<file path="src/verilog/shell_pkg.sv">
package shell_pkg;

	// Color channel as delivered by the core
	typedef logic [7:0] color_t;

	// Reduced color channel on the board VGA pins
	typedef logic [5:0] vga_t;

	// Unsigned audio sample, midscale is silence
	typedef logic [15:0] audio_t;

	// Player vector, bit 7 down to 0
	// fire D, fire C, fire B, fire A, up, down, left, right
	typedef logic [7:0] joy_t;

	// Console keys one to four, key one in bit 0
	typedef logic [3:0] keys_t;

	// Scanline strength
	// 0 off, 1 25 %, 2 50 %, 3 75 %
	typedef logic [1:0] scan_t;

	// Download stream and cartridge byte
	typedef logic [7:0] byte_t;

	// Reset sequencer states
	typedef enum logic [1:0] {
		ST_WAIT_LOCK,   // PLL not yet locked
		ST_HOLD,        // Reset stretch running
		ST_LOAD,        // Cartridge download in progress
		ST_RUN          // Core released
	} ctrl_state_t;

endpackage

</file>
<file path="src/verilog/input_mapper.sv">
`timescale 1ns/1ns

module input_mapper import shell_pkg::*; (
	input  logic        clk_sys,
	input  logic        arst_n,
	input  logic [31:0] joystick_0,
	input  logic [31:0] joystick_1,
	input  logic        joyswap,
	output joy_t        joy_a,
	output joy_t        joy_b,
	output keys_t       keys
);

	joy_t  src_a;
	joy_t  src_b;
	keys_t keys_nxt;

	// Low byte carries directions and fire buttons
	always_comb begin
		if (joyswap) begin
			src_a = joystick_1[7:0];
			src_b = joystick_0[7:0];
		end else begin
			src_a = joystick_0[7:0];
			src_b = joystick_1[7:0];
		end
	end

	// Either pad can press the console keys
	assign keys_nxt = joystick_0[11:8] | joystick_1[11:8];

	always_ff @(posedge clk_sys or negedge arst_n) begin
		if (!arst_n) begin
			joy_a <= '0;
			joy_b <= '0;
			keys <= '0;
		end else begin
			joy_a <= src_a;
			joy_b <= src_b;
			keys <= keys_nxt;
		end
	end

endmodule

</file>
<file path="config.mk">
export PLATFORM = sky130hd
export DESIGN_NAME = input_mapper
export DESIGN_NICKNAME = d
export VERILOG_FILES = /design/src/verilog/shell_pkg.sv /design/src/verilog/input_mapper.sv
export SDC_FILE = /design/constraint.sdc
export NUM_CORES = 1
export LEC_CHECK = 0
export BUFFER_PORTS_ARGS = -buffer_cell sky130_fd_sc_hd__buf_2
export CELL_PAD_IN_SITES_DETAIL_PLACEMENT = 1
export CELL_PAD_IN_SITES_GLOBAL_PLACEMENT = 2
export CORE_MARGIN = 3
export CORE_UTILIZATION = 16
export CTS_CLUSTER_SIZE = 30
export DETAILED_ROUTE_END_ITERATION = 8
export PLACE_DENSITY_LB_ADDON = 0.1
export SLEW_MARGIN = 20
export SYNTH_ARGS = -nofsm -noshare
export SYNTH_HDL_FRONTEND = slang
export SYNTH_SLANG_ARGS = --single-unit
</file>
<file path="constraint.sdc">
create_clock -name clk_sys -period 0.8 [get_ports clk_sys]
set_clock_uncertainty 0.1 [all_clocks]
set_input_delay 0.04 -clock clk_sys [delete_from_list [all_inputs] [get_ports clk_sys]]
set_output_delay 0.04 -clock clk_sys [all_outputs]
set_load 0.05 [all_outputs]
</file>
* Yosys cells after proc, flatten, opt, wreduce, memory -nomap -nowiden
Index checks and enable logic that the tools add are counted.
** Operators by class
- Mux-type cells :: 2
- Bitwise logic cells :: 1
** Operators by type and width (count)
- $mux W8 :: 2
- $or A4 B4 Y4 :: 1
** Word-level totals
- Flip-flop bits (word level) :: 20
- Bits of input ports :: 67
- Output and inout port bits :: 20
- Word-level logic and storage cells :: 6

* Longest topological paths before layout
- Depth in word-level cells :: 1
- Depth in mapped cells :: 3
- Gate-level depth less buffers :: 1

* Worst setup path before layout
No wires, ideal clock.
- Kind :: input port to flip-flop
- From :: input port joyswap
- To :: register joy_a[0]
- Setup slack :: -0.002 ns
- Path buffers :: 2
- Arrival time :: 0.576 ns
- Data required time :: 0.575 ns
- Cell stages on the path :: 3
- Library setup time :: 0.125 ns
- Path through :: buf_6 -> buf_12 -> mux2_4
** Between the ends
- Longest elaborated chain between the ends :: 1
** RTL lines
- from (decl) :: RTL line input_mapper.sv:8 : input logic joyswap,
- $mux W8 :: RTL line input_mapper.sv:20 : if (joyswap) begin
- net src_a[0] :: RTL line input_mapper.sv:14 : joy_t src_a;
- to (signal assigned) :: RTL line input_mapper.sv:38 : joy_a <= src_a;
- to (decl) :: RTL line input_mapper.sv:9 : output joy_t joy_a,
The timed path passes the listed nets, and every way through them passes these cells.

* Worst setup path in the final report
- From :: register joy_a[0]
- To :: output port joy_a[0]
No word-level cell between the ends.

==> reports/results.tsv <==
metric	value	unit
Rel. slew slack	0.808	
Bufs and invs on worst path	1	
core area	0.00450	sq mm
Finished Layout Cells	143	
met2 GRT Util	0.112	
CTS tree	yes	
TritonCTS buffer count	3	
area grow syn2layout	59.8	%
final hold violation count	20	
RSZ-0062 raised after global routing	yes	
clock sink total	20	
worst setup path endpoint	joy_a[0]	
Cell Rows	24	
Die Y	75.6	um
Root Driver	clkbuf_8	
worst slew pin tran	0.288	ns
CP arrival	0.80	ns
Iter 0 DRT Violations	9	
hold_buf cts	1	
H-tree Lvls	1	
initial antenna violation count	0	
status	complete, but fails checks	
register area share after synthesis	0.646	
power density cells	1960	mW/mm^2
initial core utilization	0.172	
grt met3 use	0.0330	
largest net degree at the start of global routing	21	
Synth Warn #	0	
DP HPWL	1550	um
port buffer count	46	
post-route setup slack	-0.138	ns
post-route cell area	0.00124	sq mm
detailed-route wire length per cell	13.3	um
Worst Setup SP	joy_a[0]	
MaxCap Viol Count	0	
gr busiest metal	met2	
Final min period	0.938	ns
drt total wl	1900	um
# nets final	160	
# diodes	0	
DRC viols	0	
Hold WS	-0.123	ns
Avg Cell Area, Syn	18.4	sq um
crit path max fanout	1	
vias	527	
slowest CP cell	dfrtp_1	
violated checks	negative hold slack, negative setup slack	
P_leak	0.000602	uW
Max Root-Sink Buffers	2	
Slew Limit Fails	0	
hold crit path type	in2reg	
Top delay family on crit path	flip-flops	
Worst Setup End Kind	primary output	
layout cells sized above 1	0.769	
Die ar.	0.00571	sq mm
Peak VDD IR	846	uV
Boundary Pins	87	
Period Utilization, post-route	1.17	
Synth cell types	6	
grt total ovfl	0	
Post-DP Area	0.00106	sq mm
placed insts	139	
total track usage	0.0671	
ANT nets after route	0	
DIE WIDTH	75.6	um
Synth Instances	42	
Finish-stage setup viols	20	
synthesis-stage register bit count	20	
clock-pin slew on the worst setup and hold paths	0.07	ns
CP required	0.66	ns
drt first pass iters	3	
cell breakdown of the critical path	buf_6	
Placer Congestion	0.610	
Syn Nets	109	
Hold Crit Depth	2	
CP max stage delay	0.39	ns
post-CTS setup buffer count	0	
vias per cell	3.69	
first-pass GRT wire length	2850	um
Critical Path Start Type	flip-flop	
vias in the first global route	591	
met1 Usage GRT	0.0766	
synthesized area	774	sq um
Critical Path Stages	1	
crit path kind	reg2out	
Max Fclk	1.07	GHz
==> cell families (layout without fill, tap and decap cells) <==
logic type | count (synthesis) | count (layout) | share of synthesized area
and+or+nand+nor | 4 | 4 | 0.0323
DFF | 20 | 20 | 0.646
buffers and inverters | 2 | 51 | 0.0404
muxes | 16 | 16 | 0.281
==> cell type report <==
| class | count | area [sq um] |
|---|---|---|
| Clock buffer | 3 | 41.3 |
| Fill cell | 500 | 3270 |
| Multi-Input combinational cell | 20 | 243 |
| Sequential cell | 20 | 500 |
| Tap cell | 52 | 65.1 |
| Timing Repair Buffer | 48 | 388 |
==> routing by layer <==
layer,vias to the layer above,part of all wire
met3,2,0.11
met2,30,0.49
li1,240,-
met5,-,0
met4,0,0.014
met1,255,0.39
==> where the power goes <==
part           leakage [uW]  internal [uW]  switching (uW)
sequential         0.000228           1080            35.1
clock             0.0000216            334             308
combinational      0.000353            283             379
==> registers in the layout, indices dropped and copies added, names as in the netlist <==
signal	count
joy_a	8
joy_b	8
keys	4
==> cell usage after synthesis (all sizes together) <==
| master | instances | share of area |
|---|---|---|
| dfrtp | 20 | 0.65 |
| mux2 | 16 | 0.28 |
| or2 | 4 | 0.032 |
| buf | 2 | 0.040 |
==> per-stage QoR <==
stage	utilization	setup TNS (ns)	total power, uW	hold WS [ns]	setup slack [ns]
after floorplan	-	0	1520	-0.356	0.00215
after global placement	0.235	-0.812	1700	-0.0752	-0.0698
after detailed placement	0.235	-1.00	1700	-0.0714	-0.0883
after CTS	0.274	-2.78	2480	-0.129	-0.164
after global routing	0.275	-3.07	2540	-0.128	-0.184
final	0.275	-2.43	2420	-0.123	-0.138
==> how the worst min path moves through the flow <==
stage                              start       end  slack [ns]
after floorplan                   arst_n  joy_a[0]       -0.36
after global placement            arst_n   keys[3]       -0.08
after detailed placement          arst_n   keys[3]       -0.07
after CTS                 joystick_0[11]   keys[3]       -0.13
after global routing      joystick_0[11]   keys[3]       -0.13
final                      joystick_0[8]   keys[0]       -0.12
==> cells in the final DEF (no fill, tap or decap) <==
cell type and count:
buf_12 1, buf_2 25, buf_6 20, clkbuf_4 1
clkbuf_8 3, dfrtp_1 20, dlygate4sd3_1 1, mux2_2 6
mux2_4 10, or2_2 4
==> timing repair <==
item                                    4_1_cts  5_1_grt
gates resized for setup                      40        1
endpoints found under the setup margin       20       30
hold endpoints to repair                     40       20
Note: power is estimated with default switching activity, not from simulation.
