===== config.mk =====
export PLATFORM = sky130hd
export DESIGN_NAME = shell_ctrl
export DESIGN_NICKNAME = d
export VERILOG_FILES = /design/src/verilog/shell_pkg.sv /design/src/verilog/shell_ctrl.sv
export SDC_FILE = /design/constraint.sdc
export NUM_CORES = 1
export LEC_CHECK = 0
export BUFFER_PORTS_ARGS = -buffer_cell sky130_fd_sc_hd__buf_4
export CAP_MARGIN = 15
export CORE_AREA = 4 4 41 43
export DETAILED_ROUTE_END_ITERATION = 16
export DIE_AREA = 0 0 45 47
export SYNTH_ARGS = -nofsm -noshare
export SYNTH_HDL_FRONTEND = slang
export SYNTH_SLANG_ARGS = --single-unit

===== constraint.sdc =====
create_clock -name clk_sys -period 2.15 [get_ports clk_sys]
set_input_delay 0.1075 -clock clk_sys [delete_from_list [all_inputs] [get_ports clk_sys]]
set_output_delay 0.1075 -clock clk_sys [all_outputs]
set_load 0.02 [all_outputs]

===== src/verilog/shell_pkg.sv =====
package shell_pkg;

	// Color channel as delivered by the core
	typedef logic [7:0] color_t;

	// Reduced color channel on the board VGA pins
	typedef logic [5:0] vga_t;

	// Unsigned audio sample, midscale is silence
	typedef logic [15:0] audio_t;

	// Player vector, bit 7 down to 0
	// fire D, fire C, fire B, fire A, up, down, left, right
	typedef logic [7:0] joy_t;

	// Console keys one to four, key one in bit 0
	typedef logic [3:0] keys_t;

	// Scanline strength
	// 0 off, 1 25 %, 2 50 %, 3 75 %
	typedef logic [1:0] scan_t;

	// Download stream and cartridge byte
	typedef logic [7:0] byte_t;

	// Reset sequencer states
	typedef enum logic [1:0] {
		ST_WAIT_LOCK,   // PLL not yet locked
		ST_HOLD,        // Reset stretch running
		ST_LOAD,        // Cartridge download in progress
		ST_RUN          // Core released
	} ctrl_state_t;

endpackage


===== src/verilog/shell_ctrl.sv =====
`timescale 1ns/1ns

module shell_ctrl import shell_pkg::*; #(
	parameter int RESET_HOLD = 16
) (
	input  logic clk_sys,
	input  logic arst_n,
	input  logic pll_locked,
	input  logic reset_req,
	input  logic ioctl_download,
	output logic core_reset,
	output logic led
);

	localparam int CNT_W = $clog2(RESET_HOLD + 1);

	ctrl_state_t      state;
	ctrl_state_t      state_nxt;
	logic [CNT_W-1:0] hold_cnt;
	logic [CNT_W-1:0] hold_cnt_nxt;

	// Lock loss and downloads override everything, reset_req restarts the stretch
	always_comb begin
		state_nxt = state;
		hold_cnt_nxt = hold_cnt;
		if (!pll_locked) begin
			state_nxt = ST_WAIT_LOCK;
		end else if (ioctl_download) begin
			state_nxt = ST_LOAD;
		end else if (reset_req) begin
			state_nxt = ST_HOLD;
			hold_cnt_nxt = '0;
		end else begin
			case (state)
				ST_WAIT_LOCK, ST_LOAD: begin
					state_nxt = ST_HOLD;
					hold_cnt_nxt = '0;
				end
				ST_HOLD: begin
					if (hold_cnt == CNT_W'(RESET_HOLD - 1))
						state_nxt = ST_RUN;
					else
						hold_cnt_nxt = hold_cnt + 1'b1;
				end
				default: ;   // ST_RUN stays
			endcase
		end
	end

	always_ff @(posedge clk_sys or negedge arst_n) begin
		if (!arst_n) begin
			state <= ST_WAIT_LOCK;
			hold_cnt <= '0;
			led <= 1'b1;
		end else begin
			state <= state_nxt;
			hold_cnt <= hold_cnt_nxt;
			led <= ~ioctl_download;   // Dark while loading
		end
	end

	assign core_reset = (state != ST_RUN);

	// Core never runs on an unlocked PLL
	a_reset_on_unlock: assert property (@(posedge clk_sys) disable iff (!arst_n)
		!pll_locked |-> core_reset);

endmodule


### Yosys cells after proc, flatten, opt, wreduce, memory -nomap -nowiden

Cells that the tools add are included.

| storage, ports and cells | value |
|---|---|
| flip-flop bits (word level) | 8 |
| input port bits | 5 |
| word-level logic and storage cells | 25 |
| output and inout bits | 2 |

| cells by class | value |
|---|---|
| equality and inequality tests | 7 |
| multiplexer cells | 8 |
| add/subtract/negate cells | 1 |
| bitwise gates (word level) | 1 |
| reductions and logical operators | 5 |

Operator list:

| operator | number |
|---|---|
| $mux W5 | 2 |
| $pmux W5 S2 | 1 |
| $mux W2 | 4 |
| $add A5 B1 Y5 const B | 1 |
| $eq A5 B4 Y1 const B | 1 |
| $ne A5 B1 Y1 const B | 1 |
| $ne A5 B5 Y1 const B | 1 |
| $pmux W2 S2 | 1 |
| $reduce_and A4 Y1 | 1 |
| $ne A3 B3 Y1 const B | 1 |
| $reduce_bool A3 Y1 | 1 |
| $eq A2 B1 Y1 const B | 1 |
| $eq A2 B2 Y1 const B | 1 |
| $logic_not A2 Y1 | 1 |
| $ne A2 B2 Y1 const B | 1 |
| $reduce_and A2 Y1 | 1 |
| $reduce_or A2 Y1 | 1 |
| $not A1 Y1 | 1 |

### Longest topological paths before layout

| depth | value |
|---|---|
| depth in word-level cells | 6 |
| depth in mapped cells | 6 |
| mapped depth without buffers | 6 |

### Worst setup path before layout

Ideal clock, no wire load.

| timing path | value |
|---|---|
| path kind | register -> register |
| start point | register hold_cnt[0] |
| end point | register hold_cnt[0] |
| library setup time | 0.125 ns |
| arrival | 1.454 ns |
| period minus slack after synthesis | 1.579 ns |
| setup slack | 0.571 ns |
| cell stages (with the launch flop) | 7 |
| cells stage by stage | dfrtp_1 ha_1 and3_1 ha_1 nor2_1 o21ai_2 mux2_4 |

| on the way | value |
|---|---|
| longest elaborated chain between the ends | 4 |
| elaborated cells between the ends (all ways) | 7 |
| classes of those cells | add/sub: 1; eq/ne: 2; mux: 3; reduce/logical: 1 |

Ends and longest elaborated chain:

| element | RTL line | source |
|---|---|---|
| start, declared | shell_ctrl.sv:19 | `logic [CNT_W-1:0] hold_cnt;` |
| start signal, assigned | shell_ctrl.sv:57 | `hold_cnt <= hold_cnt_nxt;` |
| $add A5 B1 Y5 | shell_ctrl.sv:43 | `hold_cnt_nxt = hold_cnt + 1'b1;` |
| $mux W5 | shell_ctrl.sv:40 | `if (hold_cnt == CNT_W'(RESET_HOLD - 1))` |
| $pmux W5 S2 | shell_ctrl.sv:34 | `case (state)` |
| $mux W5 | shell_ctrl.sv:30 | `end else if (reset_req) begin` |

Parallel ways exist; a longest one is shown, timed or not. The select of a mux whose other input is x is not followed.
A chain may end at the register's enable or synchronous reset.

### Worst setup path after layout

Ends and elaborated chain as after synthesis.

==> summary.md <==
Setup violations remaining at the end of the flow were counted as 0. At the pin with the least slew margin, the transition time is 0.3019 ns. The effective utilization at floorplan is 0.3173, and the mean routed wirelength per cell is 11.77 microns. The number of antenna violations at the first check in global routing was 0; the max-slew violation total from the final report was 0. During synthesis, Yosys emitted a total of 0 warnings. The logs give 61 for the non-filler instance count after layout and 0 ns for the final total negative setup slack. The worst hold path begins at pll_locked. The filler cells instantiated in the layout total 134. The number of gates resized after CTS was 0.

The run gives 0.4879 as the part of the Yosys area used for sequential elements. The number of nets with antenna violations after detailed routing is 0. The data required time of the worst path was 2.29 ns. The ratio of cells with drive above 1 in the final layout is 0.3696, and the clock-pin slew on the worst setup and hold paths is 0.06 ns. The final period utilization came out at 0.7964.

IR analysis of the VDD net gives a maximum drop of 0.2877 mV. The worst relative slew slack is 0.7972. The logs give 1301 sq um for the placeable core area and 21 for the count of unique library cells instantiated by Yosys. In this run the critical register-to-register path is launched from hold_cnt[0].

Traced cell by cell, the critical path runs through ha_1 > and3_1 > ha_1 > nor2_1 > o21ai_2 > mux2_4. The initial detailed-routing violation count is 4. Startpoint class of the critical path: a flip-flop.

The aggregate global routing overflow is 0. The post-layout net count was 54; the critical path's largest stage delay was 0.41 ns. The run gives 0.09171 as the combined global-route utilization of all metal layers. The flow ran to the end, and the final reports show no timing, DRC or antenna violations. In this run the tool buffered the top-level ports with 6 buffer cells. At the later pin of the worst-skew pair, clock insertion delay measures 0.25 ns. After legalization and detailed placement, the total HPWL measured 559 microns.

TritonCTS built the clock tree. Synthesis produced a netlist with a net count of 41. Ranked by total cell area, the synthesized netlist is headed by dfrtp_1 42%, dfstp_2 6.4%, ha_1 6.1%. The worst register-to-register path has a depth of 6. The worst hold path passes through 2 cells. The number of buffers and inverters on the critical path was 0. Summed over all instances, the cell type with the most area after synthesis is dfrtp_1. The tools report the pin count of the biggest net entering global routing as 9. Among cell families on the critical path, the largest total delay comes from adder cells. The total number of vias was 280. The achievable clock frequency was 0.5840 GHz. The maximum fanout along the worst path works out to 4.

For hold timing, the worst endpoint is state[1]. Setup slack on the worst reg-to-reg path comes out at 0.44 ns. After synthesis the cells add up to 412.9 sq um.

The number of failing hold endpoints at the final stage is 0, and the number of instances in the placed design is 55. The endpoint of the worst-slack reg-to-reg timing path was hold_cnt[0]. The area growth from synthesis to layout is 26.67%, and the number of clock sinks seen by CTS is 8. The worst min-delay path category was in -> reg.

After detailed routing, the number of remaining DRC violations is 0. The worst setup path is captured at a flip-flop. The floorplan die width is 45 microns, and the total iterations of the first detailed-routing run is 4. After detailed routing, the total wire length is 718 microns.

The deepest level of the CTS H-tree was 1. No sink is reached through more buffers than the 2 on the longest clock path. The mean area per synthesized cell is 12.14 sq um, and the number of cell rows is 13.

In the routed layout, each cell is associated on average with a via count of 4.590. The first global-routing pass estimated 1.297 mm of wire. The worst setup path category was reg -> reg.

Counting stages on the worst path, the most repeated cell is ha_1. The worst path needs 1.712 ns of the cycle, external delays included. The setup clock skew after layout is 0.002966 ns, and the total CTS buffers is 3. In this run the power density over the cells is 600.2 nW/um^2.

The area fraction of the dominant cell type after synthesis works out to 0.4242. Max-cap violations in this run came to 0. At the end of routability-driven placement, the weighted congestion stood at 0.6819. Measured along the y axis, the die boundary spans 47 microns.

In this run the static leakage power is 0.2527 nW. Setup repair after global routing left no endpoint under its margin. In this run, synthesis produced a sequential element count of 8. The largest individual stage delay along the critical path comes from the cell dfrtp_1. The buffer type at the clock tree root is clkbuf_4. For the worst setup path, the data arrival time is 1.85 ns.

For the number of top-level pins, the log shows 7. The via count of the first global-routing pass is 306. The die covers 2115 sq um. Synthesis handed over a netlist of 34 instances.

The repair_antennas step left the layout with diodes totalling 0. Hold timing on the final database bottoms out at a slack of 0.1018 ns.
==> report_power, final <==
group	internal [W]	switching, W	leakage, nW
sequential	0.000156	0.00000422	0.106
clock	0.0000710	0.0000513	0.0150
combinational	0.0000165	0.0000151	0.132
total	0.000243	0.0000706	0.253
==> logic make-up after synthesis <==
logic type                 synth area share
AOI/OAI and AO/OA                    0.1152
xor gates and xnor gates            0.02122
buffers and inverters               0.03635
DFF                                  0.4879
adders and majority gates           0.06060
muxes                               0.06060
and+or+nand+nor                      0.2182
==> metal layers <==
metal / track usage / vias up / routed length, microns
met5: 0 / - / 0
met4: 0.01754 / 0 / 0
met3: 0.07280 / 0 / 72
met2: 0.1412 / 8 / 331
met1: 0.1005 / 130 / 315
li1: - / 142 / -
==> cells in the final DEF (no fill, tap or decap) <==
cell           instances
a22o_1                 1
a22o_2                 2
and2_1                 1
and3_1                 1
buf_4                  6
clkbuf_1               1
clkbuf_4               3
dfrtp_1                7
dfstp_2                1
dlygate4sd3_1          2
ha_1                   2
inv_1                  4
mux2_4                 1
mux2i_1                1
nand2_1                2
nand2b_1               1
nand2b_4               1
nand3_1                1
nor2_1                 1
nor3b_1                1
nor3b_2                1
nor4_4                 1
o21ai_0                2
o21ai_2                1
xnor2_1                1
==> metrics by stage <==
step / cell area [sq um] / setup slack [ns] / util / power (W)
final: 523.0 / 0.4377 / 0.4019 / 0.0003139
after floorplan: 412.9 / 0.5709 / - / 0.0001771
after global routing: 523.0 / 0.3363 / 0.4019 / 0.0003379
after CTS: 523.0 / 0.4279 / 0.4019 / 0.0003200
after global placement: 476.7 / 0.4699 / 0.3663 / 0.0001915
after detailed placement: 476.7 / 0.4501 / 0.3663 / 0.0001918
==> final cells by class <==
cell class | instances | area [sq um] | share of cell area
clock buffer | 4 | 26.28 | 0.05024
inverter | 4 | 15.01 | 0.02871
multi-input combinational | 22 | 196.4 | 0.3756
sequential | 8 | 201.4 | 0.3852
tap | 15 | 18.77 | 0.03589
timing repair buffer | 8 | 65.06 | 0.1244
==> cell usage after synthesis <==
cell type	number
dfrtp_1	7
inv_1	4
a22o_2	2
ha_1	2
nand2_1	2
o21ai_0	2
a22o_1	1
and2_1	1
and3_1	1
dfstp_2	1
mux2_4	1
mux2i_1	1
nand2b_1	1
nand2b_4	1
nand3_1	1
nor2_1	1
nor3b_1	1
nor3b_2	1
nor4_4	1
o21ai_2	1
xnor2_1	1
==> what timing repair did <==
| action | 4_1_cts | 5_1_grt |
|---|---|---|
| hold endpoints to repair | 9 | 0 |
| buffers inserted | 0 | 0 |
| hold buffers | 2 | 0 |
==> worst max-delay path by stage <==
stage	endpoint	from	cells past startpoint
after floorplan	hold_cnt[0]	hold_cnt[0]	6
after global placement	hold_cnt[0]	hold_cnt[0]	6
after detailed placement	hold_cnt[0]	hold_cnt[0]	6
after CTS	hold_cnt[0]	hold_cnt[0]	6
after global routing	hold_cnt[0]	hold_cnt[0]	6
final	hold_cnt[0]	hold_cnt[0]	6
==> state kept, by name, summed over array words and instances, names as in the netlist <==
register / flops
state: 2
hold_cnt: 5
led: 1
(Power assumes the default switching activity.)
