`src/verilog/shell_pkg.sv`:
```
package shell_pkg;

	// Color channel as delivered by the core
	typedef logic [7:0] color_t;

	// Reduced color channel on the board VGA pins
	typedef logic [5:0] vga_t;

	// Unsigned audio sample, midscale is silence
	typedef logic [15:0] audio_t;

	// Player vector, bit 7 down to 0
	// fire D, fire C, fire B, fire A, up, down, left, right
	typedef logic [7:0] joy_t;

	// Console keys one to four, key one in bit 0
	typedef logic [3:0] keys_t;

	// Scanline strength
	// 0 off, 1 25 %, 2 50 %, 3 75 %
	typedef logic [1:0] scan_t;

	// Download stream and cartridge byte
	typedef logic [7:0] byte_t;

	// Reset sequencer states
	typedef enum logic [1:0] {
		ST_WAIT_LOCK,   // PLL not yet locked
		ST_HOLD,        // Reset stretch running
		ST_LOAD,        // Cartridge download in progress
		ST_RUN          // Core released
	} ctrl_state_t;

endpackage

```
`src/verilog/sigma_delta_dac.sv`:
```
`timescale 1ns/1ns

module sigma_delta_dac import shell_pkg::*; (
	input  logic   clk_sys,
	input  logic   arst_n,
	input  audio_t audio,
	output logic   audio_out
);

	// Bit 16 holds the carry of the last addition
	logic [16:0] acc;

	// First order loop, the residue stays in the low 16 bits
	always_ff @(posedge clk_sys or negedge arst_n) begin
		if (!arst_n)
			acc <= '0;
		else
			acc <= {1'b0, acc[15:0]} + {1'b0, audio};
	end

	// Pulse density follows audio / 65536
	assign audio_out = acc[16];

endmodule

```
`config.mk`:
```
export PLATFORM = sky130hd
export DESIGN_NAME = sigma_delta_dac
export DESIGN_NICKNAME = d
export VERILOG_FILES = /design/src/verilog/shell_pkg.sv /design/src/verilog/sigma_delta_dac.sv
export SDC_FILE = /design/constraint.sdc
export NUM_CORES = 1
export LEC_CHECK = 0
export CAP_MARGIN = 20
export CORE_MARGIN = 3
export CORE_UTILIZATION = 55
export CTS_CLUSTER_SIZE = 24
export DETAILED_ROUTE_END_ITERATION = 10
export DONT_BUFFER_PORTS = 1
export MAX_ROUTING_LAYER = met4
export PLACE_DENSITY = 0.72
export SYNTH_ARGS = -nofsm -noshare
export SYNTH_HDL_FRONTEND = slang
export SYNTH_SLANG_ARGS = --single-unit
```
`constraint.sdc`:
```
create_clock -name clk_sys -period 2.2 [get_ports clk_sys]
set_clock_uncertainty 0.1 [all_clocks]
set_input_delay 0.66 -clock clk_sys [delete_from_list [all_inputs] [get_ports clk_sys]]
set_output_delay 0.66 -clock clk_sys [all_outputs]
set_load 0.02 [all_outputs]
```
After elaboration in Yosys (flattened, before gate mapping)
Index checks and enable logic that the tools add are counted.
- output and inout port bits: 1
- register bits: 17
- word-level logic and storage cells: 2
- add/subtract/negate cells: 1
- operator list (operator ; count):
    16-bit by 16-bit adder with 17-bit output ; 1

Depth between registers and ports, before layout
Gate-level depths: netlist of the first run.
- depth after elaboration: 1
- mapped depth: 7

Least setup slack after synthesis of the first run
Ideal clock, no wire load.
- path kind: in2reg
- start: input audio[0]
- end: register acc[12]
- library setup time: 80 ps
- arrival time: 2263 ps
- setup slack: -243 ps
- stages: 7
- cells stage by stage: ha_1 -> fa_1 -> a21o_1 -> a311o_1 -> a21o_1 -> a21oi_2 -> xnor2_1
- longest elaborated chain between the ends: 1
- RTL lines (what ; line ; text):
    start, declared ; sigma_delta_dac.sv:6 ; input audio_t audio,
    16-bit by 16-bit adder with 17-bit output ; sigma_delta_dac.sv:18 ; acc <= {1'b0, acc[15:0]} + {1'b0, audio};
    end signal, assigned ; sigma_delta_dac.sv:18 ;
    end, declared ; sigma_delta_dac.sv:11 ; logic [16:0] acc;
No other way between the ends.

Worst setup path in the final report of the first run
- start: register acc[0]
- end: register acc[16]
- longest elaborated chain between the ends: 1
- RTL lines (what ; line):
    16-bit by 16-bit adder with 17-bit output ; sigma_delta_dac.sv:18
No other way between the ends.

==> results of run 1 <==
-- metal layers --
metal,vias to the layer above,GRT usage,part of all wire
li1,452,-,-
met2,30,0.341,0.49
met5,-,-,0
met3,6,0.0401,0.043
met4,0,0.100,0.018
met1,440,0.243,0.45
-- stage by stage --
stage | instance area, um2 | hold WS, ns | instances | utilization
after global placement | 1240 | 0.265 | 148 | 0.674
after CTS | 1280 | 0.379 | 153 | 0.694
final | 1280 | 0.385 | 153 | 0.694
after detailed placement | 1240 | 0.265 | 148 | 0.674
after global routing | 1280 | 0.374 | 153 | 0.694
after floorplan | 1170 | 0.264 | 118 | -
-- how the worst max path moves through the flow --
stage,cells after the start,end,from
6_report,7,acc[16]$_DFF_PN0_,acc[0]$_DFF_PN0_
3_3_place_gp,7,acc[16]$_DFF_PN0_,audio[0]
3_5_place_dp,7,acc[16]$_DFF_PN0_,audio[0]
2_1_floorplan,7,acc[12]$_DFF_PN0_,audio[0]
5_1_grt,7,acc[12]$_DFF_PN0_,acc[0]$_DFF_PN0_
4_1_cts,7,acc[16]$_DFF_PN0_,acc[0]$_DFF_PN0_
-- power by group through the flow --
| stage | combinational, mW | sequential, mW | clock (mW) |
|---|---|---|---|
| after floorplan | 0.992 | 0.557 | 0 |
| after global placement | 1.26 | 0.567 | 0 |
| after detailed placement | 1.30 | 0.576 | 0 |
| after CTS | 1.32 | 0.568 | 0.177 |
| after global routing | 1.50 | 0.580 | 0.190 |
| final | 1.32 | 0.565 | 0.171 |
-- kinds of logic (layout without fill, tap and decap cells) --
family	after synthesis	in the layout	synth area share
AO/OA/AOI/OAI	38	38	0.204
AND/OR/NAND/NOR	26	26	0.107
adder cells (fa/ha/maj)	17	17	0.191
flip-flops	17	17	0.370
XOR/XNOR	14	14	0.107
buffers and inverters	6	16	0.0217
-- layout by cell type (no fill, tap or decap), types with 2 or more instances in the layout --
| cell type | instances |
|---|---|
| o211ai_1 | 2 |
| a31oi_1 | 2 |
| nor2_1 | 8 |
| buf_4 | 7 |
| ha_1 | 15 |
| nand3_1 | 6 |
| nand4_1 | 2 |
| o31ai_1 | 2 |
| a21o_1 | 3 |
| inv_1 | 4 |
| o21ai_0 | 7 |
| nand2_1 | 6 |
| a21oi_1 | 15 |
| dfrtp_1 | 17 |
| clkbuf_4 | 3 |
| nand2b_1 | 2 |
| xnor2_1 | 6 |
| xor2_1 | 8 |
-- worst max-delay path, stage by stage (launching register included) --
cell,delay (ns)
dfrtp_1,0.41
ha_4,0.17
fa_2,0.35
a21o_1,0.19
a311o_1,0.29
a21o_1,0.22
a21oi_2,0.18
o31ai_1,0.09
-- layout make-up --
type,count,area [um2],share of cell area
flip-flops and latches,17,425,0.333
multi-input cells,95,716,0.561
clock buffers,4,26.3,0.0206
repair buffers,8,62.6,0.0490
inverters,4,15.0,0.0118
well taps,25,31.3,0.0245
-- repair_timing --
| action | 4_1_cts | 5_1_grt |
|---|---|---|
| hold buffers | 1 | 0 |
| hold endpoints to repair | 17 | 0 |
| endpoints found under the setup margin | 0 | 2 |
| setup buffers | 0 | 0 |
==> summary.md, run 1 <==
| Metric | Value |
|---|---|
| R2r worst-path depth | 7 |
| Hold Startpoint | audio[0] |
| Post-synth top cells | dfrtp_1, ha_1, a21oi_1 |
| Top reg by flops | acc |
| Initial core utilization | 0.626 |
| Io pins | 19 |
| Net Sw Power | 0.883 mW |
| Post-CTS sizing | 0 |
| Slew margin rel. | 0.472 |
| Peak supply drop | 981 uV |
| Reg2reg start | acc[0]$_DFF_PN0_ |
| Routed vias/inst | 6.07 |
| Async SR Flop Fraction | 1.00 |
| Final #Nets | 164 |
| Initial antenna violation count | 0 |
| Count of different cell masters after synthesis | 28 |
| Setup WS pre-CTS | -0.180 ns |
| Clk Latency, worst-skew pair | 0.29 ns |
| FF-to-FF End | acc[16]$_DFF_PN0_ |
| Diode count | 0 |
| Crit path launch type | register |
| WP data required | 2.28 ns |
| Total GRT Usage | 0.207 |
| HP Class | in -> reg |
| YS warnings | 0 |
| Hold depth | 1 |
| Worst-Margin Slew | 0.790 ns |
| Row cnt | 15 |
| Most frequent cell after synthesis | dfrtp_1 |
| Fmax | 474 MHz |
| Finish-stage setup viols | 0 |
| Drt total wl | 2.31 mm |
| Routability-driven placement congestion ratio | 0.859 |
| First-pass DRT Iterations | 4 |
| First-pass GRT wire length | 3.93 mm |
| Starting DRT DRC Count | 20 |
| Die area | 2680 um2 |
| # DRC | 0 |
| Syn nets | 153 |
| Final hold vios | 0 |
| Reg clk slew, reported paths | 0.10 ns |
| CP Capture Type | register |
| Overflow left after global routing | 0 |
| Die width | 51.8 um |
| Worst EP arrival | 2.19 ns |
| Comb power frac | 0.642 |
| Wirelength per Cell | 15.1 um |
| Fin. max-slew vios | 0 |
| Biggest regs | acc (17) |
| H-tree depth | 1 |
| Power density cells | 1610 nW/um2 |
| Register area share after synthesis | 0.370 |
| PortBufs | 0 |
| Syn Area/Cell | 9.76 um2 |
| TNS Setup | 0 ns |
| Worst setup margin | 0.0914 ns |
| CTS tree | built |
| Unrepaired setup endpoints after global routing | no |
| CTS Buf Count | 3 |
| Core footprint | 1840 um2 |
| Crit-path max FO | 2 |
| Share of cells above drive strength 1 | 0.102 |
| Sw frac | 0.429 |
| Root Buffer | clkbuf_4 |
| Seq pwr share | 0.275 |
| Internal Power | 1.17 mW |
| Clock network power share | 0.083 |
| Top_reg_cell synth | dfrtp_1 |
| Total power | 2.06 mW |
| Bufs on Longest Clock Path | 2 |
| Outcome | finished, final reports clean |
| Area Growth Syn to Fin | 10.9% |
| Post-synth EDFFs | 0 |
| Routed Antenna Nets | 0 |
| Post-Syn Instances | 118 |
| Max-cap viol count | 0 |
| End of the worst hold path | acc[0]$_DFF_PN0_ |
| Vias | 928 |
| Final worst path period need | 2.11 ns |
| Share of the synthesized area in the top cell type | 0.370 |
| # fillers | 155 |
| Detailed Place HPWL | 1.85 mm |
| Critical path start-end classification | reg -> reg |
| Setup slack, reg-to-reg | 0.09 ns |
| Post-synthesis cell area | 1150 um2 |
| Synthesis-stage register bit count | 17 |
| Largest area contributor in the netlist | dfrtp_1 |
| Die Y | 51.8 um |
| Synth top area cells | dfrtp_1, ha_1, a21oi_1, xor2_1, xnor2_1 |
| LEAKAGE | 0.573 nW |
| Largest net degree at the start of global routing | 18 |
| Final Cycle Share | 0.958 |
| Max reg flops | 17 |
| CTS sink cnt | 17 |
| Vias in the first global route | 924 |
(Power assumes the default switching activity.)
==> inputs of run 2 (changes only) <==
--- a/config.mk
+++ b/config.mk
@@ -6,13 +6,16 @@
 export NUM_CORES = 1
 export LEC_CHECK = 0
 export CAP_MARGIN = 20
+export CELL_PAD_IN_SITES_DETAIL_PLACEMENT = 1
+export CELL_PAD_IN_SITES_GLOBAL_PLACEMENT = 2
 export CORE_MARGIN = 3
-export CORE_UTILIZATION = 55
+export CORE_UTILIZATION = 35
 export CTS_CLUSTER_SIZE = 24
 export DETAILED_ROUTE_END_ITERATION = 10
 export DONT_BUFFER_PORTS = 1
 export MAX_ROUTING_LAYER = met4
-export PLACE_DENSITY = 0.72
+export PLACE_DENSITY = 0.73
+export SETUP_SLACK_MARGIN = 0.1
 export SYNTH_ARGS = -nofsm -noshare
 export SYNTH_HDL_FRONTEND = slang
 export SYNTH_SLANG_ARGS = --single-unit
==> summary.md, run 2 (same netlist as run 1, synthesis figures left out) <==
| Metric | Value |
|---|---|
| # DRC | 0 |
| Routed Antenna Nets | 0 |
| Unrepaired setup endpoints after global routing | yes |
| CTS Buf Count | 3 |
| Commonest non-fill, non-tap cell in the layout | dfrtp_1 |
| Net Sw Power | 0.955 mW |
| Die width | 63.4 um |
| Final #Nets | 172 |
| Io pins | 19 |
| Wirelength per Cell | 15.1 um |
| Reg clk slew, reported paths | 0.11 ns |
| Max-cap viol count | 0 |
| Comb power frac | 0.666 |
| Share of cells above drive strength 1 | 0.176 |
| Worst setup path startpoint | acc[0]$_DFF_PN0_ |
| Routability-driven placement congestion ratio | 0.757 |
| Biggest regs | acc (17) |
| Final Cycle Share | 0.972 |
| CTS tree | built |
| Crit path to | acc[16]$_DFF_PN0_ |
| Final hold slack | 0.379 ns |
| Fin. max-slew vios | 0 |
| Detailed Place HPWL | 2.20 mm |
| Initial antenna violation count | 0 |
| HP Class | in -> reg |
| Routed vias/inst | 5.28 |
| Internal Power | 1.27 mW |
| Die Y | 63.4 um |
| Reg2reg start | acc[0]$_DFF_PN0_ |
| First-pass GRT wire length | 4.91 mm |
| Largest net degree at the start of global routing | 18 |
| WP data required | 2.29 ns |
| Final hold vios | 0 |
| Clock network power share | 0.081 |
| FF-to-FF End | acc[16]$_DFF_PN0_ |
| Die area | 4010 um2 |
| Critical path start-end classification | reg -> reg |
| Total GRT Usage | 0.159 |
| Drt total wl | 2.72 mm |
| Final worst path period need | 2.14 ns |
| Bufs on Longest Clock Path | 2 |
| CTS sink cnt | 17 |
| Finish-stage setup viols | 0 |
| Fin util | 0.443 |
| Clk Latency, worst-skew pair | 0.30 ns |
| Top reg by flops | acc |
| Vias in the first global route | 1071 |
| Finished Cell Area | 1370 um2 |
| Placed inst area | 1320 um2 |
| Vias | 950 |
| Initial core utilization | 0.371 |
| CP Capture Type | register |
| H-tree depth | 1 |
| Overflow left after global routing | 0 |
| Commonest cells after routing, fill and taps aside | dfrtp_1, ha_1, buf_4 |
| Peak supply drop | 515 uV |
| Power density cells | 1620 nW/um2 |
| Core footprint | 3100 um2 |
| Diode count | 0 |
| Seq pwr share | 0.253 |
| Worst EP arrival | 2.23 ns |
| Max reg flops | 17 |
| First-pass DRT Iterations | 3 |
| Fmax | 468 MHz |
| Sw frac | 0.429 |
| Crit-path max FO | 2 |
| Root Buffer | clkbuf_4 |
| Setup slack, reg-to-reg | 0.06 ns |
| PortBufs | 0 |
| Crit path launch type | register |
| Row cnt | 20 |
| Worst-Margin Slew | 0.808 ns |
| Outcome | finished, final reports clean |
| Area Growth Syn to Fin | 19.3% |
| Total power | 2.23 mW |
| Starting DRT DRC Count | 30 |
| R2r worst-path depth | 7 |
| LEAKAGE | 0.617 nW |
| Slew margin rel. | 0.459 |
[run 2: final cells by class]
cell class | instances | area [um2]
Fill cell | 373 | 1730
Multi-Input combinational cell | 95 | 729
Sequential cell | 17 | 425
Timing Repair Buffer | 16 | 123
Tap cell | 44 | 55.1
Clock buffer | 4 | 26.3
Inverter | 4 | 15.0
[run 2: through the flow]
step                      TNS, ns  setup slack, ns  std cells
after detailed placement   -0.780           -0.197        174
final                           0           0.0616        180
after global placement     -0.545           -0.138        174
after floorplan            -0.229          -0.0776        118
after CTS                       0           0.0612        179
after global routing      -0.0225          -0.0115        180
[run 2: timing repair]
action,in CTS,in global routing
buffers inserted,0,1
pin swaps,1,4
hold endpoints to repair,17,0
setup endpoints to repair,3,5
gates resized for setup,1,1
hold buffers,1,0
[run 2: power groups by stage]
stage	Combinational (mW)	Sequential [mW]	Clock (mW)
after floorplan	1.00	0.557	0
after global placement	1.39	0.568	0
after detailed placement	1.45	0.576	0
after CTS	1.48	0.567	0.190
after global routing	1.68	0.586	0.217
final	1.48	0.564	0.181
[run 2: worst min-delay path by stage]
stage	startpoint	to	slack, ns	depth (start not counted)
2_1_floorplan	arst_n	acc[0]$_DFF_PN0_	0.26	0
3_3_place_gp	arst_n	acc[16]$_DFF_PN0_	0.26	0
3_5_place_dp	arst_n	acc[16]$_DFF_PN0_	0.26	0
4_1_cts	audio[0]	acc[0]$_DFF_PN0_	0.37	1
5_1_grt	audio[0]	acc[0]$_DFF_PN0_	0.35	1
6_report	audio[0]	acc[0]$_DFF_PN0_	0.38	1
[run 2: layer usage]
| metal | up-vias | GRT usage | share of wire |
|---|---|---|---|
| met5 | - | - | 0 |
| met4 | 0 | 0.0647 | 0.015 |
| met3 | 5 | 0.0285 | 0.025 |
| met2 | 13 | 0.249 | 0.49 |
| met1 | 466 | 0.204 | 0.47 |
| li1 | 466 | - | - |
[run 2: critical path, cell delays in order, from the launching register on]
cell     delay [ns]
dfrtp_1        0.41
ha_4           0.17
fa_2           0.39
a21o_1         0.18
a311o_1        0.31
a21o_1         0.22
a21oi_2        0.16
o31ai_1        0.09
