File: src/verilog/shell_pkg.sv
package shell_pkg;

	// Color channel as delivered by the core
	typedef logic [7:0] color_t;

	// Reduced color channel on the board VGA pins
	typedef logic [5:0] vga_t;

	// Unsigned audio sample, midscale is silence
	typedef logic [15:0] audio_t;

	// Player vector, bit 7 down to 0
	// fire D, fire C, fire B, fire A, up, down, left, right
	typedef logic [7:0] joy_t;

	// Console keys one to four, key one in bit 0
	typedef logic [3:0] keys_t;

	// Scanline strength
	// 0 off, 1 25 %, 2 50 %, 3 75 %
	typedef logic [1:0] scan_t;

	// Download stream and cartridge byte
	typedef logic [7:0] byte_t;

	// Reset sequencer states
	typedef enum logic [1:0] {
		ST_WAIT_LOCK,   // PLL not yet locked
		ST_HOLD,        // Reset stretch running
		ST_LOAD,        // Cartridge download in progress
		ST_RUN          // Core released
	} ctrl_state_t;

endpackage

File: src/verilog/scanline_video.sv
`timescale 1ns/1ns

module scanline_video import shell_pkg::*; (
	input  logic   clk_sys,
	input  logic   arst_n,
	input  color_t r,
	input  color_t g,
	input  color_t b,
	input  logic   hs,
	input  logic   vs,
	input  logic   de,
	input  scan_t  scanlines,
	output vga_t   vga_r,
	output vga_t   vga_g,
	output vga_t   vga_b,
	output logic   vga_hs,
	output logic   vga_vs
);

	logic odd_line;
	logic hs_rise;
	logic vs_rise;

	// Depth reduction, then dimming on odd lines
	function automatic vga_t shade(input color_t c, input scan_t s, input logic odd);
		vga_t v;
		v = c[7:2];
		if (odd) begin
			case (s)
				2'd1: v = v - (v >> 2);   // 25 %
				2'd2: v = v >> 1;         // 50 %
				2'd3: v = v >> 2;         // 75 %
				default: ;
			endcase
		end
		return v;
	endfunction

	// Delayed syncs double as edge detectors
	assign hs_rise = hs & ~vga_hs;
	assign vs_rise = vs & ~vga_vs;

	always_ff @(posedge clk_sys or negedge arst_n) begin
		if (!arst_n) begin
			odd_line <= 1'b0;
			vga_hs <= 1'b0;
			vga_vs <= 1'b0;
			vga_r <= '0;
			vga_g <= '0;
			vga_b <= '0;
		end else begin
			if (vs_rise)
				odd_line <= 1'b0;   // Frame starts on an even line
			else if (hs_rise)
				odd_line <= ~odd_line;
			vga_hs <= hs;
			vga_vs <= vs;
			vga_r <= de ? shade(r, scanlines, odd_line) : '0;
			vga_g <= de ? shade(g, scanlines, odd_line) : '0;
			vga_b <= de ? shade(b, scanlines, odd_line) : '0;
		end
	end

endmodule

File: config.mk
export PLATFORM = sky130hd
export DESIGN_NAME = scanline_video
export DESIGN_NICKNAME = d
export VERILOG_FILES = /design/src/verilog/shell_pkg.sv /design/src/verilog/scanline_video.sv
export SDC_FILE = /design/constraint.sdc
export NUM_CORES = 1
export LEC_CHECK = 0
export BUFFER_PORTS_ARGS = -buffer_cell sky130_fd_sc_hd__buf_4
export CORE_UTILIZATION = 25
export DETAILED_ROUTE_END_ITERATION = 8
export HOLD_SLACK_MARGIN = 0.12
export PLACE_DENSITY_LB_ADDON = 0.25
export SKIP_CTS_REPAIR_TIMING = 1
export SLEW_MARGIN = 5
export SYNTH_ARGS = -nofsm -noshare
export SYNTH_HDL_FRONTEND = slang
export SYNTH_SLANG_ARGS = --single-unit
File: constraint.sdc
create_clock -name clk_sys -period 1.45 [get_ports clk_sys]
set_input_delay 0.0725 -clock clk_sys [delete_from_list [all_inputs] [get_ports clk_sys]]
set_output_delay 0.0725 -clock clk_sys [all_outputs]
set_load 0.005 [all_outputs]
## Word-level counts from Yosys, hierarchy flattened

Cells that the tools add are included.

- Add/subtract/negate cells: 3
- Reduce and logical (&&, ||, !) cells: 1
- Mux-type cells: 11
- Bitwise operators: 5
- Eq/ne operators: 3

Operators with widths:

| operator | count |
|---|---|
| $pmux 6 s3 | 3 |
| $mux 6 | 6 |
| $sub 6x4->6 | 3 |
| $eq 2x2->1 const B | 2 |
| $not 1->1 | 3 |
| $and 1x1->1 | 2 |
| $eq 2x1->1 const B | 1 |
| $mux 1 | 2 |
| $reduce_bool 2->1 | 1 |

- Output and inout bits: 20
- Bits of input ports: 31
- Bits in registers: 21
- Logic and storage cells: 29

## Depth between registers and ports, before layout

Gate-level depths: netlist of the first run.

- Depth after elaboration: 4
- Depth in mapped cells: 8

## Least setup slack after synthesis of the first run

No wires, ideal clock.

- Path type: input to register
- Start: input r[2]
- End: register vga_r[4]
- Stages on the path: 8
- Arrival: 1.289 ns
- Buffers on the path: 0
- Setup time: 0.123 ns
- Path slack: 0.038 ns
- Data required time: 1.327 ns
- Path through: inv_1 > ha_1 > inv_1 > fa_1 > a21o_1 > a21oi_1 > a21oi_1 > o221a_1

- Longest elaborated chain between the ends: 4

Ends and longest elaborated chain:

| what | line | source |
|---|---|---|
| start: declaration | scanline_video.sv:6 | `input color_t r,` |
| $sub 6x4->6 | scanline_video.sv:30 | `2'd1: v = v - (v >> 2);` |
| $pmux 6 s3 | scanline_video.sv:29 | `case (s)` |
| $mux 6 | scanline_video.sv:28 | `if (odd) begin` |
| $mux 6 | scanline_video.sv:58 | `vga_r <= de ? shade(r, scanlines, odd_line) : '0;` |
| end signal: assignment | scanline_video.sv:58 |  |
| end: declaration | scanline_video.sv:13 | `output vga_t vga_r,` |

No other way between the ends.
A chain may end at the register's enable or synchronous reset.

## Worst setup path in the final report of the first run

- Start: input g[2]
- End: register vga_g[4]

- Longest elaborated chain between the ends: 4

Ends and longest elaborated chain:

| what | line | source |
|---|---|---|
| start: declaration | scanline_video.sv:7 | `input color_t g,` |
| $sub 6x4->6 | scanline_video.sv:30 |  |
| $pmux 6 s3 | scanline_video.sv:29 |  |
| $mux 6 | scanline_video.sv:28 |  |
| $mux 6 | scanline_video.sv:59 | `vga_g <= de ? shade(g, scanlines, odd_line) : '0;` |
| end signal: assignment | scanline_video.sv:59 |  |
| end: declaration | scanline_video.sv:14 | `output vga_t vga_g,` |

No other way between the ends.

==> results by group, run 1 <==
Outcome
  – Outcome: complete, no violations

Logic synthesis
  – EDFF count, synth: 0
  – Post-Syn Area: around 0.0017 mm²
  – Synth Register Bits: 21
  – Synthesized net count: approximately 240
  – Area leader, netlist: dfrtp_1
  – Warnings from Yosys: 0
  – Area contributors post-synth: dfrtp_1 32%, ha_1 9.1%, o21ai_1 5.5%
  – Ys async rst share: between 90% and 100%
  – Post-synth top area share: about a third
  – Library cells used by synthesis: 36
  – Synth Flop Type: dfrtp_1
  – Sequential share of the synthesized area: 31.8%
  – Syn_area_per_cell: ~8.7 µm²
  – Cells after synthesis: 189

CTS
  – Worst-skew pair later-pin latency: approximately 0.27 ns
  – Sink Count: 21
  – CTS buffer count: 3
  – TritonCTS clock tree: built
  – Max Root-Sink Buffers: 2
  – Clock-pin slew on the worst setup and hold paths: approximately 0.08 ns
  – H-tree depth: 1
  – Clock root buffer: clkbuf_8

Setup path
  – R2r startpoint: odd_line
  – Setup CP Type: in -> reg
  – Worst setup path startpoint: g[2]
  – Most common cell on crit path: inv_1
  – Crit-path cells: buf_4 -> inv_1 -> ha_1 -> inv_1 -> fa_1 -> a21o_1 -> a21oi_2 -> a21oi_1 -> o221a_1
  – R2R depth: 5
  – CP max FO: 2
  – Worst R2R End: vga_r[5]
  – Crit path capture type: register
  – Crit start category: input pin
  – Worst path max stage delay: 0.40 ns
  – Critical Path AT: 1.53 ns
  – CP required: 1.61 ns
  – Worst path slowest cell: fa_1
  – Worst R2R Setup Slack: ~0.21 ns
  – Crit path to: vga_g[4]

Finish
  – Ant diodes: 0
  – Syn-to-layout area delta: 38.8%
  – Layout cell share with drive strength beyond 1: 28.7%
  – Fillers: 687
  – Final #Nets: about 300
  – Final non-filler cell total: between 300 and 400
  – Design area: roughly 0.0023 mm²

Timing
  – Final period utilization: 94.4%
  – Clock skew: 0.00888 ns
  – Fin. max-slew vios: 0
  – Worst slew pin tran: about 0.30 ns
  – Final setup viols: 0
  – Period minus WS final: 1.37 ns
  – RSZ-0062 raised after global routing: false
  – Slew margin rel.: 79.7%
  – Hold Violations, Final: 0
  – Fmax: ~730 MHz
  – Setup_tns: 0 ns

GRT
  – First-pass GRT wire length: around 7500 µm
  – M2 GR Usage: between 20% and 30%
  – Initial antenna violation count: 0
  – Vias in the first global route: between 1.5k and 2k
  – Global route overflow: 0
  – Grt peak-use layer: met2
  – Overall global routing resource usage: 13.7%
  – Largest net degree at the start of global routing: 32
  – M3 GR Usage: under 10%
  – Met1 usage: 18.5%

Worst hold path
  – HP Class: in -> reg
  – Hold depth: 3

Drt
  – First-pass iteration count of the detailed router: 6
  – Via Count: approximately 1.6k
  – Detailed Route WL: 4580 µm
  – Remaining DRCs: 0
  – WL per Instance: between 10 and 15 µm
  – Iter 0 DRT Violations: between 70 and 80
  – Vias per inst: 4.75
  – Post-DRT Antenna Nets: 0

Place
  – RePlAce Congestion: slightly above 0.8
  – Placed instance area: about 0.0022 mm²
  – DP Cell Count: between 300 and 400
  – HPWL Detailed: roughly 3500 µm
  – Port buffer count: between 40 and 50

Job
  – Max Cap Viol: 0

Power and ir drop
  – VDD IR max: ~0.36 mV
  – Pwr per Cell Area: approximately 800 mW/mm²
  – Pleak: roughly 1.2 nW

Die
  – Core area: approximately 0.0063 mm²
  – I/O pin total: 51
  – Die H: 83.3 µm
  – Die Area: between 0.006 and 0.007 mm²
  – Initial Utilization: 26.0%
  – Die width: ~83 µm
  – Number of core rows: 29
[worst max-delay path, delay by kind of cell]
kind,cells,cell delay (ns)
compound gates,4,0.64
fa+ha+maj,2,0.57
buf+inv,3,0.23
[cell usage in the layout (no fill, tap or decap), drive strengths merged, types with 7 or more instances in the layout]
| master | instances |
|---|---|
| ha | 12 |
| o21ai | 25 |
| a21oi | 15 |
| dfrtp | 21 |
| inv | 17 |
| a21o | 8 |
| buf | 66 |
| a31oi | 7 |
| nand2 | 14 |
| nand2b | 8 |
[flip-flops by register name (all words and copies together), names as in the netlist]
register,count
vga_vs,1
vga_r,6
odd_line,1
vga_b,6
vga_g,6
vga_hs,1
[per-stage QoR]
stage | worst slack, ns | hold WS [ns] | util [%] | total power [mW]
6_report | 0.0807 | 0.0883 | 36.1 | 1.82
5_1_grt | 0.00194 | 0.124 | 36.1 | 1.94
4_1_cts | 0.0595 | -0.311 | 35.0 | 1.83
3_5_place_dp | -0.223 | -0.0124 | 34.3 | 1.40
3_3_place_gp | -0.242 | -0.0131 | 34.3 | 1.39
2_1_floorplan | 0.0379 | -0.223 | - | 1.06
[cell usage after synthesis (all sizes together), types with 2 or more instances]
cell type and count:
nor3 5, inv 17, a21oi 15, fa 3, a21bo 3, mux2i 6
nand3b 2, o221a 3, o21a 4, xor2 3, o211ai 2, and3b 3
nand2b 8, clkbuf 2, ha 12, nand2 14, dfrtp 21, a21o 8
a31oi 7, buf 9, nor2b 5, o21ai 25, a21boi 2
[per-layer routing]
metal / wire length (µm) / part of all wire [%] / vias to the layer above
met5: 0 / 0 / -
met4: 74 / 1.6 / 0
met3: 140 / 3.1 / 6
met2: 2140 / 47 / 27
met1: 2220 / 49 / 738
li1: - / - / 801
[worst min path at each step]
stage           start  endpoint  slack (ns)
4_1_cts        arst_n  vga_r[0]       -0.31
2_1_floorplan  arst_n  odd_line       -0.22
5_1_grt          r[7]  vga_r[5]        0.12
6_report         g[7]  vga_g[5]        0.09
3_3_place_gp   arst_n    vga_hs       -0.01
3_5_place_dp   arst_n    vga_hs       -0.01
[kinds of logic (layout without fill, tap and decap cells)]
| group | count (synthesis) | in the layout | synth area share, % |
|---|---|---|---|
| xor+xnor | 4 | 4 | 2.12 |
| compound gates | 72 | 72 | 27.4 |
| flops | 21 | 21 | 31.8 |
| mux | 6 | 6 | 3.63 |
| buf+inv | 28 | 93 | 8.02 |
| fa+ha+maj | 15 | 15 | 12.7 |
| simple gates | 43 | 43 | 14.3 |
[layout make-up]
class,instances,area (µm²),area share [%]
Multi-Input combinational cell,140,1010,43.9
Tap cell,77,96.3,4.20
Sequential cell,21,527,23.0
Timing Repair Buffer,72,556,24.2
Inverter,17,63.8,2.78
Clock buffer,4,45.0,1.96
[power by group]
| group | total [mW] | internal (mW) | switching, mW | leakage [nW] |
|---|---|---|---|---|
| logic | 0.717 | 0.369 | 0.348 | 0.869 |
| clock network | 0.419 | 0.197 | 0.222 | 0.0228 |
| registers | 0.684 | 0.653 | 0.0318 | 0.266 |
| total | 1.82 | 1.22 | 0.602 | 1.16 |
Note: power is estimated with default switching activity, not from simulation.
==> inputs of run 2 (changes only) <==
--- a/config.mk
+++ b/config.mk
@@ -7,9 +7,10 @@
 export LEC_CHECK = 0
 export BUFFER_PORTS_ARGS = -buffer_cell sky130_fd_sc_hd__buf_4
 export CORE_UTILIZATION = 25
+export CTS_BUF_LIST = sky130_fd_sc_hd__clkbuf_4 sky130_fd_sc_hd__clkbuf_8
 export DETAILED_ROUTE_END_ITERATION = 8
 export HOLD_SLACK_MARGIN = 0.12
-export PLACE_DENSITY_LB_ADDON = 0.25
+export PLACE_DENSITY = 0.43
 export SKIP_CTS_REPAIR_TIMING = 1
 export SLEW_MARGIN = 5
 export SYNTH_ARGS = -nofsm -noshare
==> run 2 against run 1 <==
First-iteration DRC count shrank 5.3%. Power grew 0.70%. Via count is 0.51% lower. Register-to-register slack lost 0.04 ns. Combinational power down 1%.
==> results by group, run 2 (synthesis gave the netlist of run 1 again) <==
Outcome
  – Outcome: complete, no violations

Setup path
  – Worst path slowest cell: fa_1
  – Crit start category: input pin
  – Worst path max stage delay: 0.40 ns
  – CP max FO: 2
  – Most common cell on crit path: inv_1
  – Crit-path cells: buf_4 -> inv_1 -> ha_1 -> inv_1 -> fa_1 -> a21o_1 -> a21oi_2 -> a21oi_1 -> o221a_1
  – Critical Path AT: 1.52 ns
  – Setup CP Type: in -> reg
  – Crit path capture type: register
  – CP required: roughly 1.6 ns

Finish
  – Layout cell share with drive strength beyond 1: between 20% and 30%
  – Commonest non-fill, non-tap cell in the layout: buf_4
  – Ant diodes: 0
  – Final #Nets: 302
  – Fillers: ~670
  – Syn-to-layout area delta: 39.0%
  – Leading cell types in the layout, fill and taps excluded: 67 x buf_4, 20 x dfrtp_1, 18 x o21ai_1, 17 x inv_1
  – Design area: 0.00230 mm²
  – Top flop regs: vga_b x6, vga_g x6, vga_r x6

Power and ir drop
  – Total power: between 1.5 and 2 mW
  – Pwr per Cell Area: 798 mW/mm²
  – VDD IR max: about 0.32 mV
  – Pleak: ~1.2 nW

Worst hold path
  – HP Class: in -> reg

Place
  – DP Worst Slack: -0.223 ns
  – Placed instance area: roughly 0.0022 mm²
  – HPWL Detailed: roughly 3400 µm
  – Port buffer count: 44
  – RePlAce Congestion: between 0.8 and 0.9

CTS
  – Max Root-Sink Buffers: 2
  – H-tree depth: 1
  – Sink Count: 21
  – Clock root buffer: clkbuf_8
  – CTS buffer count: 3
  – TritonCTS clock tree: built
  – Worst-skew pair later-pin latency: 0.27 ns
  – Clock-pin slew on the worst setup and hold paths: roughly 0.090 ns

Timing
  – Fin. max-slew vios: 0
  – Slew margin rel.: between 70% and 80%
  – Period minus WS final: approximately 1.4 ns
  – Worst slew pin tran: around 0.32 ns
  – Final period utilization: 93.8%
  – Clock skew: 0.00523 ns
  – Hold Violations, Final: 0
  – Fmax: ~740 MHz
  – Worst Setup Slack, final: roughly 0.090 ns
  – RSZ-0062 raised after global routing: false
  – Final setup viols: 0

GRT
  – Overall global routing resource usage: roughly 14%
  – First-pass GRT wire length: 7800 µm
  – Initial antenna violation count: 0
  – Global route overflow: 0
  – Vias in the first global route: 1582
  – Largest net degree at the start of global routing: 32

Die
  – Initial Utilization: about a quarter
  – Number of core rows: 29
  – Die Area: 0.00694 mm²
  – Die H: about 83 µm
  – I/O pin total: between 50 and 60
  – Die width: between 80 and 90 µm
  – Core area: about 0.0063 mm²

Drt
  – Post-DRT Antenna Nets: 0
  – Vias per inst: roughly 4.7
  – Detailed Route WL: ~4600 µm
  – WL per Instance: 13.9 µm
  – Via Count: roughly 1.6k
  – Remaining DRCs: 0
  – Iter 0 DRT Violations: 72
  – First-pass iteration count of the detailed router: 4

Job
  – Max Cap Viol: 0
## run 2: cell count changes in the layout (fill, tap and decap cells not counted), sizes merged
cell,change
buf,+1
## run 2: area by class of cell
type | count | area (µm²) | share of cell area (%)
Clock buffer | 4 | 48.8 | 2.12
Timing Repair Buffer | 73 | 563 | 24.5
Inverter | 17 | 63.8 | 2.78
Tap cell | 77 | 96.3 | 4.19
Multi-Input combinational cell | 140 | 998 | 43.5
Sequential cell | 21 | 527 | 22.9
## run 2: path summary, 6_finish.rpt
check | from | end | slack [ns] | cells after the start
setup / recovery | g[2] | vga_g[4] | 0.09 | 9
hold / removal | g[7] | vga_g[5] | 0.08 | 3
setup reg to reg | odd_line | vga_b[4] | 0.17 | 4
hold reg to reg | vga_vs | odd_line | 0.52 | 2
max in group asynchronous | arst_n | odd_line | 0.97 | 2
min in group asynchronous | arst_n | vga_vs | 0.23 | 2
## run 2: power by group
part / internal (mW) / switching [mW]
clock: 0.215 / 0.214
combinational: 0.372 / 0.335
sequential: 0.653 / 0.0441
total: 1.24 / 0.594
## run 2: worst max-delay path: cells and delay by family
family                   cells  cell delay, ns
adder cells (fa/ha/maj)      2            0.57
buffers and inverters        3            0.22
AO/OA/AOI/OAI                4            0.66
## run 2: through the flow
stage / std cells / TNS (ns) / util (%) / hold WS [ns]
after floorplan: 189 / 0 / - / -0.223
after global placement: 322 / -0.705 / 34.4 / -0.0135
after detailed placement: 322 / -0.706 / 34.4 / -0.00868
after CTS: 326 / 0 / 35.2 / -0.309
after global routing: 332 / 0 / 36.2 / 0.0986
final: 332 / 0 / 36.2 / 0.0755
## run 2: routing by layer
layer / track usage (%) / part of all wire [%] / routed length, µm / vias to the layer above
met3: 1.29 / 2.6 / 121 / 6
met4: 4.70 / 1.1 / 52 / 0
li1: - / - / - / 801
met2: 21.5 / 45 / 2080 / 34
met5: 0 / 0 / 0 / -
met1: 20.2 / 51 / 2370 / 723
==> inputs of run 3 (changes only) <==
--- a/config.mk
+++ b/config.mk
@@ -6,6 +6,7 @@
 export NUM_CORES = 1
 export LEC_CHECK = 0
 export BUFFER_PORTS_ARGS = -buffer_cell sky130_fd_sc_hd__buf_4
+export CORE_ASPECT_RATIO = 1.25
 export CORE_UTILIZATION = 25
 export CTS_BUF_LIST = sky130_fd_sc_hd__clkbuf_4 sky130_fd_sc_hd__clkbuf_8
 export DETAILED_ROUTE_END_ITERATION = 8
==> run 3 against run 2 <==
Via count about the same. Register-to-register slack lost 0.02 ns. Utilization is 0.59 points higher. Sequential share of layout area down 0.19 points. First-iteration DRC count decreased by 42%. Worst setup slack lost 0.031 ns. Final cell count increased by 2.1%. Routed wire length increased by 0.84%. Largest power group unchanged.
==> results by group, run 3 (synthesis gave the netlist of run 1 again) <==
CTS
  – Max Root-Sink Buffers: 2
  – Sink Count: 21
  – TritonCTS clock tree: built
  – Clock root buffer: clkbuf_8
  – Clock-pin slew on the worst setup and hold paths: roughly 0.080 ns
  – H-tree depth: 1
  – Worst-skew pair later-pin latency: roughly 0.26 ns
  – CTS buffer count: 3

Timing
  – Period minus WS final: around 1.4 ns
  – Clock skew: 0.00860 ns
  – Final setup viols: 0
  – Slew margin rel.: 79.3%
  – Final period utilization: 95.9%
  – Fmax: around 720 MHz
  – Hold Violations, Final: 0
  – Fin. max-slew vios: 0
  – Worst Setup Slack, final: a little under 0.06 ns
  – RSZ-0062 raised after global routing: false
  – Setup_tns: 0 ns
  – Worst slew pin tran: between 0.3 and 0.4 ns
  – Worst hold margin: about 0.084 ns

Drt
  – Vias per inst: between 4 and 5
  – First-pass iteration count of the detailed router: 4
  – Remaining DRCs: 0
  – Post-DRT Antenna Nets: 0
  – Via Count: roughly 1.6k
  – Detailed Route WL: between 4000 and 5000 µm
  – Iter 0 DRT Violations: 42
  – WL per Instance: roughly 14 µm

Die
  – Initial Utilization: between 20% and 30%
  – Die H: 92.9 µm
  – Die Area: ~0.0069 mm²
  – Core area: 0.00629 mm²
  – Die width: roughly 75 µm
  – Number of core rows: 32
  – I/O pin total: a little over 50

Power and ir drop
  – Pleak: 1.17 nW
  – VDD IR max: between 0.3 and 0.4 mV
  – Pwr per Cell Area: 792 mW/mm²
  – Total power: between 1.5 and 2 mW

GRT
  – Vias in the first global route: 1545
  – Overall global routing resource usage: 14.1%
  – First-pass GRT wire length: between 7000 and 8000 µm
  – Global route overflow: 0
  – Initial antenna violation count: 0
  – Largest net degree at the start of global routing: 25

Finish
  – Design area: between 0.002 and 0.0025 mm²
  – Commonest non-fill, non-tap cell in the layout: buf_4
  – Leading cell types in the layout, fill and taps excluded: 65 x buf_4, 21 x dfrtp_1, 18 x o21ai_1, 17 x inv_1
  – Syn-to-layout area delta: 39.8%
  – Ant diodes: 0
  – Final Util: a little under two fifths
  – Final non-filler cell total: approximately 340
  – Layout cell share with drive strength beyond 1: 28.0%
  – Top flop regs: vga_b x6, vga_g x6, vga_r x6
  – Final #Nets: 301

Place
  – RePlAce Congestion: around 0.75
  – Port buffer count: 44
  – Placed instance area: between 0.002 and 0.0025 mm²
  – HPWL Detailed: 3570 µm
  – DP Cell Count: 329
  – DP Worst Slack: -0.250 ns

Setup path
  – Crit path capture type: register
  – Crit start category: input pin
  – CP max FO: 2
  – Setup CP Type: in -> reg
  – CP required: 1.60 ns
  – Critical Path AT: ~1.5 ns

Worst hold path
  – HP Class: in -> reg

Outcome
  – Outcome: complete, no violations

Job
  – Max Cap Viol: 0
==> run 3: cell types whose count changed in the layout (fill, tap and decap cells not counted) <==
cell and delta:
dfrtp_1 +1, buf_4 -2, dfrtp_2 -1, buf_12 +1
==> run 3: worst paths after layout <==
check | start | to | slack [ns] | cells after the start
setup / recovery | g[2] | vga_g[4] | 0.06 | 9
hold / removal | g[7] | vga_g[5] | 0.08 | 3
setup reg to reg | odd_line | vga_g[5] | 0.15 | 5
hold reg to reg | vga_vs | odd_line | 0.52 | 2
max in group asynchronous | arst_n | vga_g[3] | 0.99 | 2
min in group asynchronous | arst_n | vga_g[2] | 0.23 | 2
==> run 3: where the power goes <==
group	total, mW	internal (mW)	switching [mW]
logic	0.724	0.376	0.347
registers	0.685	0.651	0.0335
clock network	0.422	0.215	0.208
total	1.83	1.24	0.588
==> run 3: layout make-up <==
| cell class | instances | area [µm²] |
|---|---|---|
| Fill cell | 682 | 3980 |
| Sequential cell | 21 | 526 |
| Timing Repair Buffer | 72 | 568 |
| Tap cell | 85 | 106 |
| Inverter | 17 | 63.8 |
| Clock buffer | 4 | 48.8 |
| Multi-Input combinational cell | 140 | 998 |
==> run 3: worst max-delay path: stages <==
cell and delay [ns]:
buf_4 0.12, inv_1 0.05, ha_1 0.17, inv_1 0.06, fa_1 0.40, a21o_1 0.19, a21oi_2 0.17, a21oi_1 0.08
o221a_1 0.23
==> run 3: layer usage <==
layer	part of all wire (%)	GRT usage (%)
met5	0	0
met4	0.58	3.30
met3	2.4	1.09
met2	50	23.8
met1	47	19.2
